$ cat src/hw/lv_pkg.sv
`default_nettype none

package lv_pkg;

    // ================================================
    // widths
    // ================================================
    localparam int REG_AW      = 7;
    localparam int REG_DW      = 8;
    localparam int SPI_FRAME_W = 16;
    localparam int DLY_W       = 4;
    localparam int ST_W        = 3;

    // control fsm state codes
    localparam logic [ST_W-1:0] WAIT_ST   = 3'd0;
    localparam logic [ST_W-1:0] NORMAL_ST = 3'd1;
    localparam logic [ST_W-1:0] CFG_ST    = 3'd2;
    localparam logic [ST_W-1:0] FAULT_ST  = 3'd3;

    // ================================================
    // register map
    // ================================================
    localparam logic [REG_AW-1:0] ADDR_MODE    = 7'h00;
    localparam logic [REG_AW-1:0] ADDR_CONFIG0 = 7'h01;
    localparam logic [REG_AW-1:0] ADDR_STATUS1 = 7'h02;
    localparam logic [REG_AW-1:0] ADDR_STATUS2 = 7'h03;
    localparam logic [REG_AW-1:0] ADDR_STATUS3 = 7'h04;
    localparam logic [REG_AW-1:0] ADDR_STATUS4 = 7'h05;

    localparam logic [REG_DW-1:0] CONFIG0_RST  = 8'h03;

    typedef struct packed {
        logic              wen;    // one-cycle strobes
        logic              ren;
        logic [REG_AW-1:0] addr;
        logic [REG_DW-1:0] wdata;
    } reg_req_t;

    typedef struct packed {
        logic reset_en;
        logic cfg_en;
        logic normal_en;   // MODE bit 0
    } mode_cmd_t;

    typedef struct packed {
        logic spi_err;
        logic pwm_dterr;
        logic pwm_mmerr;
        logic vsup_ov;
        logic vsup_uv;
    } lv_err_t;

    // order matches STATUS3 bits 5..0
    typedef struct packed {
        logic io_pwma;
        logic io_pwm;
        logic io_fsstate;
        logic io_fsenb_n;
        logic io_intb;
        logic io_inta;
    } io_pins_t;

endpackage

`default_nettype wire

$ cat src/hw/lv_in_sync.sv
`default_nettype none

module lv_in_sync #(
    parameter int WIDTH = 1
) (
    input  logic             i_clk,
    input  logic             i_reset,
    input  logic [WIDTH-1:0] i_data,
    output logic [WIDTH-1:0] o_data
);

    logic [WIDTH-1:0] meta;   // first stage, may go metastable

    always_ff @(posedge i_clk) begin
        if (i_reset) begin
            meta   <= '0;
            o_data <= '0;
        end else begin
            meta   <= i_data;
            o_data <= meta;
        end
    end

endmodule

`default_nettype wire

$ cat src/hw/lv_spi_slv.sv
`default_nettype none

module lv_spi_slv (
    input  logic                      i_clk,
    input  logic                      i_reset,
    input  logic                      i_sclk,
    input  logic                      i_csb,
    input  logic                      i_mosi,
    output logic                      o_spi_miso,
    output lv_pkg::reg_req_t          o_req,
    input  logic [lv_pkg::REG_DW-1:0] i_rdata,
    output logic                      o_spi_err
);

    localparam int              CNT_W = $clog2(lv_pkg::SPI_FRAME_W + 1);
    localparam logic [CNT_W-1:0] LAST = CNT_W'(lv_pkg::SPI_FRAME_W);
    localparam logic [CNT_W-1:0] HDR  = CNT_W'(lv_pkg::SPI_FRAME_W - lv_pkg::REG_DW);

    logic                           sclk_d;
    logic                           csb_d;
    logic [CNT_W-1:0]               bit_cnt;
    logic                           bit_done;   // cnt and rx_sr hold the new bit
    logic                           rd_act;
    logic                           miso_q;
    logic                           spi_err_q;
    logic [lv_pkg::SPI_FRAME_W-1:0] rx_sr;
    logic [lv_pkg::REG_DW-1:0]      tx_sr;
    logic                           sclk_rise;
    logic                           sclk_fall;
    logic                           csb_rise;
    logic                           take;
    logic                           shift_out;

    assign sclk_rise = i_sclk & ~sclk_d;
    assign sclk_fall = ~i_sclk & sclk_d;
    assign csb_rise  = i_csb & ~csb_d;
    assign take      = sclk_rise & ~i_csb & (bit_cnt != LAST);
    // miso moves on falls after the header, read frames only
    assign shift_out = sclk_fall & ~i_csb & rd_act & (bit_cnt >= HDR) & (bit_cnt != LAST);

    // ================================================
    // register request
    // ================================================
    always_comb begin
        o_req.ren   = bit_done && (bit_cnt == HDR) && !rx_sr[lv_pkg::REG_DW-1];
        o_req.wen   = bit_done && (bit_cnt == LAST) && rx_sr[lv_pkg::SPI_FRAME_W-1];
        o_req.wdata = rx_sr[lv_pkg::REG_DW-1:0];
        if (bit_cnt == LAST) begin
            o_req.addr = rx_sr[lv_pkg::SPI_FRAME_W-2 -: lv_pkg::REG_AW];
        end else begin
            o_req.addr = rx_sr[lv_pkg::REG_AW-1:0];
        end
    end

    always_ff @(posedge i_clk) begin
        if (i_reset) begin
            sclk_d    <= 1'b0;
            csb_d     <= 1'b1;   // idle high, no false rise
            bit_cnt   <= '0;
            bit_done  <= 1'b0;
            rd_act    <= 1'b0;
            miso_q    <= 1'b0;
            spi_err_q <= 1'b0;
        end else begin
            sclk_d    <= i_sclk;
            csb_d     <= i_csb;
            bit_done  <= take;
            spi_err_q <= csb_rise && (bit_cnt != LAST);
            if (i_csb) begin
                bit_cnt <= '0;
                rd_act  <= 1'b0;
                miso_q  <= 1'b0;
            end else begin
                if (take) begin
                    bit_cnt <= bit_cnt + 1'b1;
                end
                if (o_req.ren) begin
                    rd_act <= 1'b1;
                end
                if (shift_out) begin
                    miso_q <= tx_sr[lv_pkg::REG_DW-1];
                end
            end
        end
    end

    // shift registers
    always_ff @(posedge i_clk) begin
        if (take) begin
            rx_sr <= {rx_sr[lv_pkg::SPI_FRAME_W-2:0], i_mosi};   // msb first
        end
        if (o_req.ren) begin
            tx_sr <= i_rdata;
        end else if (shift_out) begin
            tx_sr <= {tx_sr[lv_pkg::REG_DW-2:0], 1'b0};
        end
    end

    assign o_spi_miso = miso_q;
    assign o_spi_err  = spi_err_q;

    a_req_pulse: assert property (@(posedge i_clk) disable iff (i_reset)
        (o_req.wen || o_req.ren) |=> !(o_req.wen || o_req.ren));

endmodule

`default_nettype wire

$ cat src/hw/lv_reg_slv.sv
`default_nettype none

module lv_reg_slv (
    input  logic                       i_clk,
    input  logic                       i_reset,
    input  lv_pkg::reg_req_t           i_req,
    output logic [lv_pkg::REG_DW-1:0]  o_rdata,
    input  lv_pkg::lv_err_t            i_err,
    input  logic                       i_vsup_ov,
    input  logic                       i_vsup_uv,
    input  lv_pkg::io_pins_t           i_pins,
    input  logic [lv_pkg::ST_W-1:0]    i_state,
    input  logic                       i_cfg_st_reg_en,
    output lv_pkg::mode_cmd_t          o_mode_cmd,
    output logic                       o_any_err,
    output logic [lv_pkg::DLY_W-1:0]   o_vge_mon_dly
);

    logic [lv_pkg::REG_DW-1:0] config0;
    logic [lv_pkg::REG_DW-1:0] status1;
    logic [lv_pkg::REG_DW-1:0] status2;
    logic [lv_pkg::REG_DW-1:0] st1_set;
    logic [lv_pkg::REG_DW-1:0] st2_set;
    logic [lv_pkg::REG_DW-1:0] rdata;
    lv_pkg::mode_cmd_t         mode_q;
    lv_pkg::lv_err_t           err_p;
    logic                      ov_d;
    logic                      uv_d;
    logic                      wr_st1;
    logic                      wr_st2;

    assign wr_st1 = i_req.wen && (i_req.addr == lv_pkg::ADDR_STATUS1);
    assign wr_st2 = i_req.wen && (i_req.addr == lv_pkg::ADDR_STATUS2);

    // supply faults are taken on the rising edge
    always_comb begin
        err_p         = i_err;
        err_p.vsup_ov = i_err.vsup_ov | (i_vsup_ov & ~ov_d);
        err_p.vsup_uv = i_err.vsup_uv | (i_vsup_uv & ~uv_d);
    end

    assign st1_set = {2'b00, err_p.pwm_mmerr, err_p.pwm_dterr, 3'b000, err_p.spi_err};
    assign st2_set = {6'b000000, err_p.vsup_ov, err_p.vsup_uv};

    // ================================================
    // registers
    // ================================================
    always_ff @(posedge i_clk) begin
        if (i_reset) begin
            mode_q  <= '0;
            config0 <= lv_pkg::CONFIG0_RST;
            status1 <= '0;
            status2 <= '0;
            ov_d    <= 1'b0;
            uv_d    <= 1'b0;
        end else begin
            ov_d   <= i_vsup_ov;
            uv_d   <= i_vsup_uv;
            mode_q <= '0;   // command bits only last one cycle
            if (i_req.wen && (i_req.addr == lv_pkg::ADDR_MODE)) begin
                mode_q <= lv_pkg::mode_cmd_t'(i_req.wdata[2:0]);
            end
            if (i_req.wen && (i_req.addr == lv_pkg::ADDR_CONFIG0) && i_cfg_st_reg_en) begin
                config0 <= i_req.wdata;
            end
            // w1c, a new error wins over the clear
            status1 <= (status1 & ~(wr_st1 ? i_req.wdata : '0)) | st1_set;
            status2 <= (status2 & ~(wr_st2 ? i_req.wdata : '0)) | st2_set;
        end
    end

    always_comb begin
        case (i_req.addr)
            lv_pkg::ADDR_CONFIG0: rdata = config0;
            lv_pkg::ADDR_STATUS1: rdata = status1;
            lv_pkg::ADDR_STATUS2: rdata = status2;
            lv_pkg::ADDR_STATUS3: rdata = {2'b00, i_pins};
            lv_pkg::ADDR_STATUS4: rdata = {{(lv_pkg::REG_DW - lv_pkg::ST_W){1'b0}}, i_state};
            default:              rdata = '0;   // MODE and holes
        endcase
        o_rdata = i_req.ren ? rdata : '0;
    end

    assign o_mode_cmd    = mode_q;
    assign o_any_err     = |{status1, status2};
    assign o_vge_mon_dly = config0[lv_pkg::DLY_W-1:0];

    a_st1_hold: assert property (@(posedge i_clk) disable iff (i_reset)
        |($past(status1) & ~status1) |-> $past(wr_st1));
    a_st2_hold: assert property (@(posedge i_clk) disable iff (i_reset)
        |($past(status2) & ~status2) |-> $past(wr_st2));

endmodule

`default_nettype wire

$ cat src/hw/lv_ctrl_unit.sv
`default_nettype none

module lv_ctrl_unit (
    input  logic                    i_clk,
    input  logic                    i_reset,
    input  lv_pkg::mode_cmd_t       i_mode_cmd,
    input  logic                    i_any_err,
    input  logic                    i_io_fsenb_n,
    output logic [lv_pkg::ST_W-1:0] o_state,
    output logic                    o_cfg_st_reg_en,
    output logic                    o_dgt_ang_pwm_en,
    output logic                    o_dgt_ang_fsc_en,
    output logic                    o_intb_n
);

    logic [lv_pkg::ST_W-1:0] state;
    logic [lv_pkg::ST_W-1:0] state_nxt;
    logic                    fault;
    logic                    intb_q;

    assign fault = i_any_err || !i_io_fsenb_n;

    // ================================================
    // next state
    // ================================================
    always_comb begin
        state_nxt = state;
        case (state)
            lv_pkg::WAIT_ST: begin
                if (fault) begin
                    state_nxt = lv_pkg::FAULT_ST;
                end else if (i_mode_cmd.normal_en) begin
                    state_nxt = lv_pkg::NORMAL_ST;
                end else if (i_mode_cmd.cfg_en) begin
                    state_nxt = lv_pkg::CFG_ST;
                end
            end
            lv_pkg::NORMAL_ST: begin
                if (fault) begin
                    state_nxt = lv_pkg::FAULT_ST;
                end else if (i_mode_cmd.cfg_en) begin
                    state_nxt = lv_pkg::CFG_ST;
                end
            end
            lv_pkg::CFG_ST: begin
                if (fault) begin
                    state_nxt = lv_pkg::FAULT_ST;
                end else if (i_mode_cmd.normal_en) begin
                    state_nxt = lv_pkg::NORMAL_ST;
                end
            end
            lv_pkg::FAULT_ST: begin
                // leave only once the cause is gone
                if (i_mode_cmd.reset_en && !fault) begin
                    state_nxt = lv_pkg::WAIT_ST;
                end
            end
            default: state_nxt = lv_pkg::WAIT_ST;
        endcase
    end

    always_ff @(posedge i_clk) begin
        if (i_reset) begin
            state  <= lv_pkg::WAIT_ST;
            intb_q <= 1'b1;
        end else begin
            state  <= state_nxt;
            intb_q <= !i_any_err;
        end
    end

    assign o_state          = state;
    assign o_cfg_st_reg_en  = (state == lv_pkg::CFG_ST);
    assign o_dgt_ang_pwm_en = (state == lv_pkg::NORMAL_ST);
    assign o_dgt_ang_fsc_en = (state == lv_pkg::FAULT_ST);   // fail-safe drive
    assign o_intb_n         = intb_q;

    a_fault_pwm_off: assert property (@(posedge i_clk) disable iff (i_reset)
        fault |=> !o_dgt_ang_pwm_en);

endmodule

`default_nettype wire

$ cat src/hw/lv_analog_int_proc.sv
`default_nettype none

module lv_analog_int_proc #(
    parameter int DW = 4
) (
    input  logic          i_clk,
    input  logic          i_reset,
    input  logic          i_lv_pwm_dt,
    input  logic          i_lv_gate_vs_pwm,
    input  logic [DW-1:0] i_vge_mon_dly,
    output logic          o_pwm_dterr,
    output logic          o_pwm_mmerr
);

    logic [1:0]       in_v;
    logic [1:0][DW:0] run_cnt;   // one spare bit so dly+1 fits
    logic [1:0]       err_q;

    assign in_v = {i_lv_gate_vs_pwm, i_lv_pwm_dt};

    always_ff @(posedge i_clk) begin
        if (i_reset) begin
            run_cnt <= '0;
            err_q   <= '0;
        end else begin
            for (int i = 0; i < 2; i++) begin
                // fire once, when the run reaches dly+1
                err_q[i] <= in_v[i] && (run_cnt[i] == {1'b0, i_vge_mon_dly});
                if (!in_v[i]) begin
                    run_cnt[i] <= '0;
                end else if (run_cnt[i] <= {1'b0, i_vge_mon_dly}) begin
                    run_cnt[i] <= run_cnt[i] + 1'b1;   // saturates at dly+1
                end
            end
        end
    end

    assign o_pwm_dterr = err_q[0];
    assign o_pwm_mmerr = err_q[1];

endmodule

`default_nettype wire

$ cat src/hw/lv_core.sv
`default_nettype none

module lv_core (
    input  logic                     i_clk,
    input  logic                     i_reset,
    input  logic                     i_spi_sclk,
    input  logic                     i_spi_csb,
    input  logic                     i_spi_mosi,
    output logic                     o_spi_miso,
    input  logic                     i_io_fsenb_n,
    input  logic                     i_lv_vsup_ov,
    input  logic                     i_lv_vsup_uv_n,
    input  logic                     i_lv_pwm_dt,
    input  logic                     i_lv_gate_vs_pwm,
    input  logic                     i_io_pwma,
    input  logic                     i_io_pwm,
    input  logic                     i_io_fsstate,
    input  logic                     i_io_intb,
    input  logic                     i_io_inta,
    output logic                     o_dgt_ang_pwm_en,
    output logic                     o_dgt_ang_fsc_en,
    output logic                     o_intb_n,
    output logic [lv_pkg::DLY_W-1:0] o_vge_mon_dly
);

    logic [2:0]                spi_sync;   // {cs, sclk, mosi}
    logic [5:0]                pin_sync;
    logic [1:0]                ang_sync;
    logic [1:0]                sup_sync;   // {ov, uv}
    logic                      spi_err;
    logic                      pwm_dterr;
    logic                      pwm_mmerr;
    logic                      any_err;
    logic                      cfg_st_reg_en;
    logic [lv_pkg::REG_DW-1:0] rdata;
    logic [lv_pkg::ST_W-1:0]   state;
    lv_pkg::reg_req_t          req;
    lv_pkg::mode_cmd_t         mode_cmd;
    lv_pkg::io_pins_t          pins;
    lv_pkg::lv_err_t           err;

    // ================================================
    // input sync, active low pins inverted so reset idles them
    // ================================================
    lv_in_sync #(.WIDTH(3)) u_spi_sync (
        .i_clk   (i_clk),
        .i_reset (i_reset),
        .i_data  ({~i_spi_csb, i_spi_sclk, i_spi_mosi}),
        .o_data  (spi_sync)
    );

    lv_in_sync #(.WIDTH(6)) u_pin_sync (
        .i_clk   (i_clk),
        .i_reset (i_reset),
        .i_data  ({i_io_pwma, i_io_pwm, i_io_fsstate, ~i_io_fsenb_n, i_io_intb, i_io_inta}),
        .o_data  (pin_sync)
    );

    lv_in_sync #(.WIDTH(2)) u_ang_sync (
        .i_clk   (i_clk),
        .i_reset (i_reset),
        .i_data  ({i_lv_gate_vs_pwm, i_lv_pwm_dt}),
        .o_data  (ang_sync)
    );

    lv_in_sync #(.WIDTH(2)) u_sup_sync (
        .i_clk   (i_clk),
        .i_reset (i_reset),
        .i_data  ({i_lv_vsup_ov, ~i_lv_vsup_uv_n}),
        .o_data  (sup_sync)
    );

    assign pins = {pin_sync[5:3], ~pin_sync[2], pin_sync[1:0]};
    assign err  = {spi_err, pwm_dterr, pwm_mmerr, 2'b00};   // supply edges found in reg slave

    // ================================================
    // datapath
    // ================================================
    lv_spi_slv u_spi_slv (
        .i_clk      (i_clk),
        .i_reset    (i_reset),
        .i_sclk     (spi_sync[1]),
        .i_csb      (~spi_sync[2]),
        .i_mosi     (spi_sync[0]),
        .o_spi_miso (o_spi_miso),
        .o_req      (req),
        .i_rdata    (rdata),
        .o_spi_err  (spi_err)
    );

    lv_reg_slv u_reg_slv (
        .i_clk           (i_clk),
        .i_reset         (i_reset),
        .i_req           (req),
        .o_rdata         (rdata),
        .i_err           (err),
        .i_vsup_ov       (sup_sync[1]),
        .i_vsup_uv       (sup_sync[0]),
        .i_pins          (pins),
        .i_state         (state),
        .i_cfg_st_reg_en (cfg_st_reg_en),
        .o_mode_cmd      (mode_cmd),
        .o_any_err       (any_err),
        .o_vge_mon_dly   (o_vge_mon_dly)
    );

    lv_ctrl_unit u_ctrl_unit (
        .i_clk            (i_clk),
        .i_reset          (i_reset),
        .i_mode_cmd       (mode_cmd),
        .i_any_err        (any_err),
        .i_io_fsenb_n     (pins.io_fsenb_n),
        .o_state          (state),
        .o_cfg_st_reg_en  (cfg_st_reg_en),
        .o_dgt_ang_pwm_en (o_dgt_ang_pwm_en),
        .o_dgt_ang_fsc_en (o_dgt_ang_fsc_en),
        .o_intb_n         (o_intb_n)
    );

    lv_analog_int_proc #(.DW(lv_pkg::DLY_W)) u_analog_int_proc (
        .i_clk            (i_clk),
        .i_reset          (i_reset),
        .i_lv_pwm_dt      (ang_sync[0]),
        .i_lv_gate_vs_pwm (ang_sync[1]),
        .i_vge_mon_dly    (o_vge_mon_dly),
        .o_pwm_dterr      (pwm_dterr),
        .o_pwm_mmerr      (pwm_mmerr)
    );

endmodule

`default_nettype wire

$ cat config.mk
export PLATFORM = sky130hd
export DESIGN_NAME = lv_core
export DESIGN_NICKNAME = d
export VERILOG_FILES = /design/src/hw/lv_pkg.sv /design/src/hw/lv_in_sync.sv /design/src/hw/lv_spi_slv.sv /design/src/hw/lv_reg_slv.sv /design/src/hw/lv_ctrl_unit.sv /design/src/hw/lv_analog_int_proc.sv /design/src/hw/lv_core.sv
export SDC_FILE = /design/constraint.sdc
export NUM_CORES = 1
export LEC_CHECK = 0
export BUFFER_PORTS_ARGS = -buffer_cell sky130_fd_sc_hd__buf_2
export CAP_MARGIN = 20
export CORE_MARGIN = 2
export CORE_UTILIZATION = 60
export CTS_BUF_LIST = sky130_fd_sc_hd__clkbuf_8
export DETAILED_ROUTE_END_ITERATION = 12
export GPL_ROUTABILITY_DRIVEN = 0
export PLACE_DENSITY_LB_ADDON = 0.1
export SLEW_MARGIN = 20
export SYNTH_ARGS = -nofsm -noshare
export SYNTH_HDL_FRONTEND = slang
export SYNTH_SLANG_ARGS = --single-unit
$ cat constraint.sdc
create_clock -name i_clk -period 2.7 [get_ports i_clk]
set_input_delay 0.405 -clock i_clk [delete_from_list [all_inputs] [get_ports i_clk]]
set_output_delay 0.405 -clock i_clk [all_outputs]
set_load 0.1 [all_outputs]
==> results of run 1 <==
==> Yosys cell counts, drive strengths merged (4+ instances only) <==
library cell   n  share of area [%]
nor3           4               0.46
inv           17                1.5
edfxtp        24                 17
ha            12                3.5
nor4           6               0.87
mux2i         15                4.0
nor2          35                3.0
clkbuf        10               0.87
nand2         12                1.0
dfxtp         82                 38
nor2b         31                4.5
o21ai         10                1.2
nand3          9                1.0
buf            7                1.2
xnor2          4               0.81
mux2           8                2.1
or4            5                1.1
a21oi         25                2.9
nand2b        17                2.5
nand4          5                1.1
==> registers in the layout (all words and copies together) (netlist names), 3 cells and up <==
name                       cells
u_spi_slv.rx_sr               16
u_analog_int_proc.run_cnt     10
u_reg_slv.config0              8
u_reg_slv.status1              8
u_reg_slv.status2              8
u_spi_slv.tx_sr                8
u_pin_sync.meta                6
u_pin_sync.o_data              6
u_spi_slv.bit_cnt              5
u_ctrl_unit.o_state            3
u_reg_slv.o_mode_cmd           3
u_spi_sync.meta                3
u_spi_sync.o_data              3
==> layer usage <==
| metal | up-vias | global-route usage [%] | wire length, um |
|---|---|---|---|
| met4 | 0 | 7.327 | 97 |
| met2 | 65 | 36.43 | 3732 |
| met1 | 1388 | 31.80 | 3904 |
| met5 | - | 0 | 0 |
| met3 | 8 | 6.371 | 353 |
| li1 | 1447 | - | - |
==> per-stage QoR <==
stage	cells	utilization [%]	setup slack (ps)	hold slack, ps	total power, uW
CTS	520	68.30	333.3	143.6	2700
finish	520	68.30	324.7	159.4	2674
global placement	504	65.54	408.0	383.7	1776
detailed placement	504	65.54	357.9	385.4	1779
floorplan	396	-	428.8	374.3	1749
global route	520	68.30	146.8	140.0	2789
==> power groups by stage <==
stage / registers [uW] / clock network [uW] / logic [uW]
global placement: 1690 / 0 / 80.9
global route: 1660 / 1030 / 90.5
floorplan: 1700 / 0 / 52.0
detailed placement: 1700 / 0 / 82.9
finish: 1660 / 932 / 81.7
CTS: 1660 / 957 / 83.1
==> layout make-up <==
type,instances,area (um2)
Sequential cell,106,2362
Fill cell,576,2190
Multi-Input combinational cell,256,1818
Timing Repair Buffer,29,162.7
Clock buffer,9,123.9
Tap cell,96,120.1
Clock inverter,7,66.31
Inverter,17,63.81
==> cells by family after synthesis <==
kind of cell	Yosys count	synth area share, %
buffers and inverters	34	3.583
multiplexers	23	6.125
AND/OR/NAND/NOR	144	19.30
AO/OA/AOI/OAI	69	11.47
XOR/XNOR	7	1.416
flip-flops	106	54.55
other	1	0.08660
adder cells (fa/ha/maj)	12	3.467
==> worst min path at each step <==
stage | depth (start not counted) | start | to
finish | 2 | i_lv_vsup_uv_n | u_sup_sync.meta[0]
global route | 2 | i_lv_vsup_uv_n | u_sup_sync.meta[0]
CTS | 2 | i_lv_vsup_uv_n | u_sup_sync.meta[0]
detailed placement | 1 | u_spi_slv.csb_d | u_spi_slv.o_spi_err
global placement | 1 | u_spi_slv.csb_d | u_spi_slv.o_spi_err
floorplan | 1 | u_spi_slv.csb_d | u_spi_slv.o_spi_err
==> worst max-delay path: stages (launching register included) <==
cell and delay, ps:
dfxtp_1 360, inv_1 70, ha_1 190, and4bb_1 300, mux2i_4 410, mux2_1 360, a222oi_1 320, o21ai_1 100
==> impl_metrics.json, run 1 <==
{
  "endpoint_kind": "register",
  "cts_hold_buf": 0,
  "ys_ff_latch": 106,
  "p_sw_uw": 637.2,
  "hpwlAfterDp_um": 5786,
  "core_area_um2": 6907,
  "power_frac_clock_pct": 34.9,
  "num_antenna_cells": 0,
  "avgSynthCellArea_um2": 10.94,
  "drt_pre_antenna_iters": 4,
  "rr_worst_depth": 7,
  "placementRows": 30,
  "drive_gt1_share_pct": 15.09,
  "place_area_um2": 4527,
  "finalMaxSlewViolations": 0,
  "p_int_uw": 2037,
  "vias_per_cell": 5.592,
  "die_area_um2": 7913,
  "combPwrFrac_pct": 3.1,
  "synth_edf_count": 24,
  "crit_required_ps": 2810,
  "cts.sinks": 106,
  "setup_tns_ps": 0,
  "total_leakage_power_uw": 0.001824,
  "crit_fanout": 8,
  "area_growth_pct": 8.928,
  "wl_per_cell_um": 15.55,
  "cts_buffers": 9,
  "finClkSkew_ps": 13.27,
  "synth_nets": 423,
  "num_vias": 2908,
  "final_common_cell": "dfxtp_1",
  "min_period_ps": 2375,
  "finalNetCount": 446,
  "cts_root_buf": "clkbuf_8",
  "htree_levels": 3,
  "max_freq_ghz": 0.4210,
  "finalWirelength_um": 8087,
  "pwr_density_cell_nw_per_um2": 566.9,
  "portBuffers": 22,
  "critPathLaunch": "u_spi_slv.bit_cnt[0]",
  "swShare_pct": 23.83,
  "io_pins": 23,
  "tightestPinTransition_ps": 725.9,
  "drc_errors": 0,
  "ys_seq_area_share_pct": 54.55,
  "hold_violations": 0,
  "track_usage_pct": 23.28,
  "maxCapViolations": 0,
  "final_cell_area_um2": 4717,
  "setup_viol": 0,
  "critical_path.startpoint_type": "register",
  "final_cell_mix": "82 x dfxtp_1, 35 x nor2_1, 31 x nor2b_1, 25 x a21oi_1, 24 x edfxtp_1",
  "synth_cell_types": 63,
  "overflow": 0,
  "relSlewSlack_pct": 51.60,
  "crit_end": "u_spi_slv.tx_sr[4]",
  "grt_max_degree": 43,
  "peakVddDrop_v": 0.0004840,
  "synth_top_flop_cell": "dfxtp_1",
  "ys_warn_count": 0,
  "hold_class": "in2reg",
  "reg2reg_slack_ps": 320,
  "clk_latency_ps": 380,
  "min_period_over_period_pct": 87.97,
  "status": "completed",
  "start_util_pct": 62.70,
  "async_flop_share_pct": 0,
  "clk_pin_slew_ps": 110,
  "seq_power_share_pct": 62.1,
  "fp.dieW_um": 88.96,
  "ant_nets": 0,
  "r2r_start": "u_spi_slv.bit_cnt[0]",
  "crit_type": "reg2reg",
  "rsz0062_at_grt": "false",
  "synth_area_um2": 4330,
  "synthCells": 396,
  "post-cts-setup-buffers": 0,
  "cts_tree": "yes",
  "antenna_found_initial": 0,
  "r2r-end": "u_spi_slv.tx_sr[4]",
  "arrival_ps": 2480,
  "clock_path_buffers": 2,
  "cts.repair.resized": 0,
  "grt_pass1_vias": 2872,
  "grt_pass1_wl_um": 13940,
  "fp.dieH_um": 88.96,
  "first_iter_violations": 267
}
No activity file was read; power rests on OpenSTA's default activity.
==> run 2, diff against run 1 <==
--- a/config.mk
+++ b/config.mk
@@ -12,6 +12,7 @@
 export CTS_BUF_LIST = sky130_fd_sc_hd__clkbuf_8
 export DETAILED_ROUTE_END_ITERATION = 12
 export GPL_ROUTABILITY_DRIVEN = 0
+export MAX_ROUTING_LAYER = met4
 export PLACE_DENSITY_LB_ADDON = 0.1
 export SLEW_MARGIN = 20
 export SYNTH_ARGS = -nofsm -noshare
==> impl_metrics.json, run 2 (synthesis results as in run 1) <==
{
  "p_total_uw": 2671,
  "final_cell_area_um2": 4717,
  "p_int_uw": 2037,
  "num_antenna_cells": 0,
  "relSlewSlack_pct": 52.40,
  "seq_power_share_pct": 62.1,
  "largest_reg_flops": 16,
  "fp.dieW_um": 88.96,
  "min_period_ps": 2378,
  "final_cell_mix": "82 x dfxtp_1, 35 x nor2_1, 31 x nor2b_1, 25 x a21oi_1, 24 x edfxtp_1",
  "maxCapViolations": 0,
  "num_vias": 2922,
  "track_usage_pct": 24.00,
  "grt_pass1_wl_um": 13930,
  "peakVddDrop_v": 0.0004832,
  "core_area_um2": 6907,
  "max_freq_ghz": 0.4205,
  "clk_pin_slew_ps": 110,
  "status": "completed",
  "finalMaxSlewViolations": 0,
  "crit_chain": "inv_1 -> ha_1 -> and4bb_1 -> mux2i_4 -> mux2_1 -> a222oi_1 -> o21ai_1",
  "hold_class": "in2reg",
  "drt_pre_antenna_iters": 4,
  "clock_path_buffers": 2,
  "drc_errors": 0,
  "htree_levels": 3,
  "pwr_density_cell_nw_per_um2": 566.3,
  "critical-path-top-delay-family": "multiplexers",
  "overflow": 0,
  "top_register": "u_spi_slv.rx_sr",
  "min_path_cells": 2,
  "critical_path.startpoint_type": "register",
  "reg_top3": "u_spi_slv.rx_sr (16), u_analog_int_proc.run_cnt (10)",
  "critPathBufInv": 1,
  "cts.repair.resized": 0,
  "total_leakage_power_uw": 0.001824,
  "cpMaxStageDelayCell": "mux2i_4",
  "io_pins": 23,
  "first_iter_violations": 227,
  "grt_max_degree": 43,
  "grt_pass1_vias": 2869,
  "rsz0062_at_grt": "false",
  "crit_cells": 7,
  "cts_buffers": 9,
  "crit_fanout": 8,
  "critPathMaxStageDelay_ps": 410,
  "power_frac_clock_pct": 34.8,
  "area_growth_pct": 8.928,
  "finalWirelength_um": 8070,
  "crit_type": "reg2reg",
  "final_common_cell": "dfxtp_1",
  "setup_tns_ps": 0,
  "finClkSkew_ps": 13.80,
  "placementRows": 30,
  "hold_violations": 0,
  "setup_viol": 0,
  "swShare_pct": 23.76,
  "fp.dieH_um": 88.96,
  "min_period_over_period_pct": 88.09,
  "crit_required_ps": 2800,
  "post-cts-setup-buffers": 0,
  "start_util_pct": 62.70,
  "place_area_um2": 4527,
  "finalNetCount": 446,
  "vias_per_cell": 5.619,
  "final_util_pct": 68.30,
  "drive_gt1_share_pct": 15.09,
  "ant_nets": 0,
  "fillCellCount": 576,
  "cts_hold_buf": 0,
  "clk_latency_ps": 380,
  "wl_per_cell_um": 15.52,
  "antenna_found_initial": 0,
  "die_area_um2": 7913,
  "combPwrFrac_pct": 3.1,
  "p_sw_uw": 634.8,
  "cts_root_buf": "clkbuf_8",
  "portBuffers": 22,
  "hpwlAfterDp_um": 5786,
  "endpoint_kind": "register",
  "cts_tree": "yes",
  "tightestPinTransition_ps": 706.6,
  "rr_worst_depth": 7,
  "arrival_ps": 2480,
  "cts.sinks": 106
}
## run 2: layout make-up
cell class	count	area [um2]	area share [%]
timing repair buffer	29	162.7	3.448
sequential	106	2362	50.08
inverter	17	63.81	1.353
tap	96	120.1	2.546
multi-input combinational	256	1818	38.54
clock buffer	9	123.9	2.626
clock inverter	7	66.31	1.406
## run 2: metrics by stage
| step | hold WS [ps] | setup WS [ps] | cells |
|---|---|---|---|
| 2_1_floorplan | 374.3 | 428.8 | 396 |
| 3_3_place_gp | 383.7 | 408.0 | 504 |
| 3_5_place_dp | 385.4 | 357.9 | 504 |
| 4_1_cts | 143.6 | 333.3 | 520 |
| 5_1_grt | 140.7 | 146.8 | 520 |
| 6_report | 160.4 | 321.7 | 520 |
## run 2: layer usage
| metal | wire (um) | vias up | share of wire (%) | track usage (%) |
|---|---|---|---|---|
| li1 | - | 1449 | - | - |
| met2 | 3753 | 70 | 47 | 36.36 |
| met5 | 0 | - | 0 | - |
| met4 | 114 | 0 | 1.4 | 7.734 |
| met3 | 432 | 7 | 5.4 | 6.094 |
| met1 | 3769 | 1396 | 47 | 31.86 |
## run 2: power by group through the flow
| stage | clock network [uW] | logic, uW | registers (uW) |
|---|---|---|---|
| 5_1_grt | 1030 | 90.6 | 1660 |
| 2_1_floorplan | 0 | 52.0 | 1700 |
| 3_3_place_gp | 0 | 80.9 | 1690 |
| 4_1_cts | 957 | 83.1 | 1660 |
| 6_report | 930 | 81.6 | 1660 |
| 3_5_place_dp | 0 | 82.9 | 1700 |
## run 2: final timing paths
| kind | from | end | slack [ps] |
|---|---|---|---|
| hold reg to reg | u_spi_slv.csb_d | u_spi_slv.o_spi_err | 400 |
| setup / recovery | u_spi_slv.bit_cnt[0] | u_spi_slv.tx_sr[5] | 320 |
| hold / removal | i_lv_vsup_uv_n | u_sup_sync.meta[0] | 160 |
| setup reg to reg | u_spi_slv.bit_cnt[0] | u_spi_slv.tx_sr[5] | 320 |
## run 2: worst register-to-register path, cell delays in order, from the launching register on
cell,delay (ps)
dfxtp_1,360
inv_1,70
ha_1,190
and4bb_1,300
mux2i_4,420
mux2_1,360
a222oi_1,310
o21ai_1,110
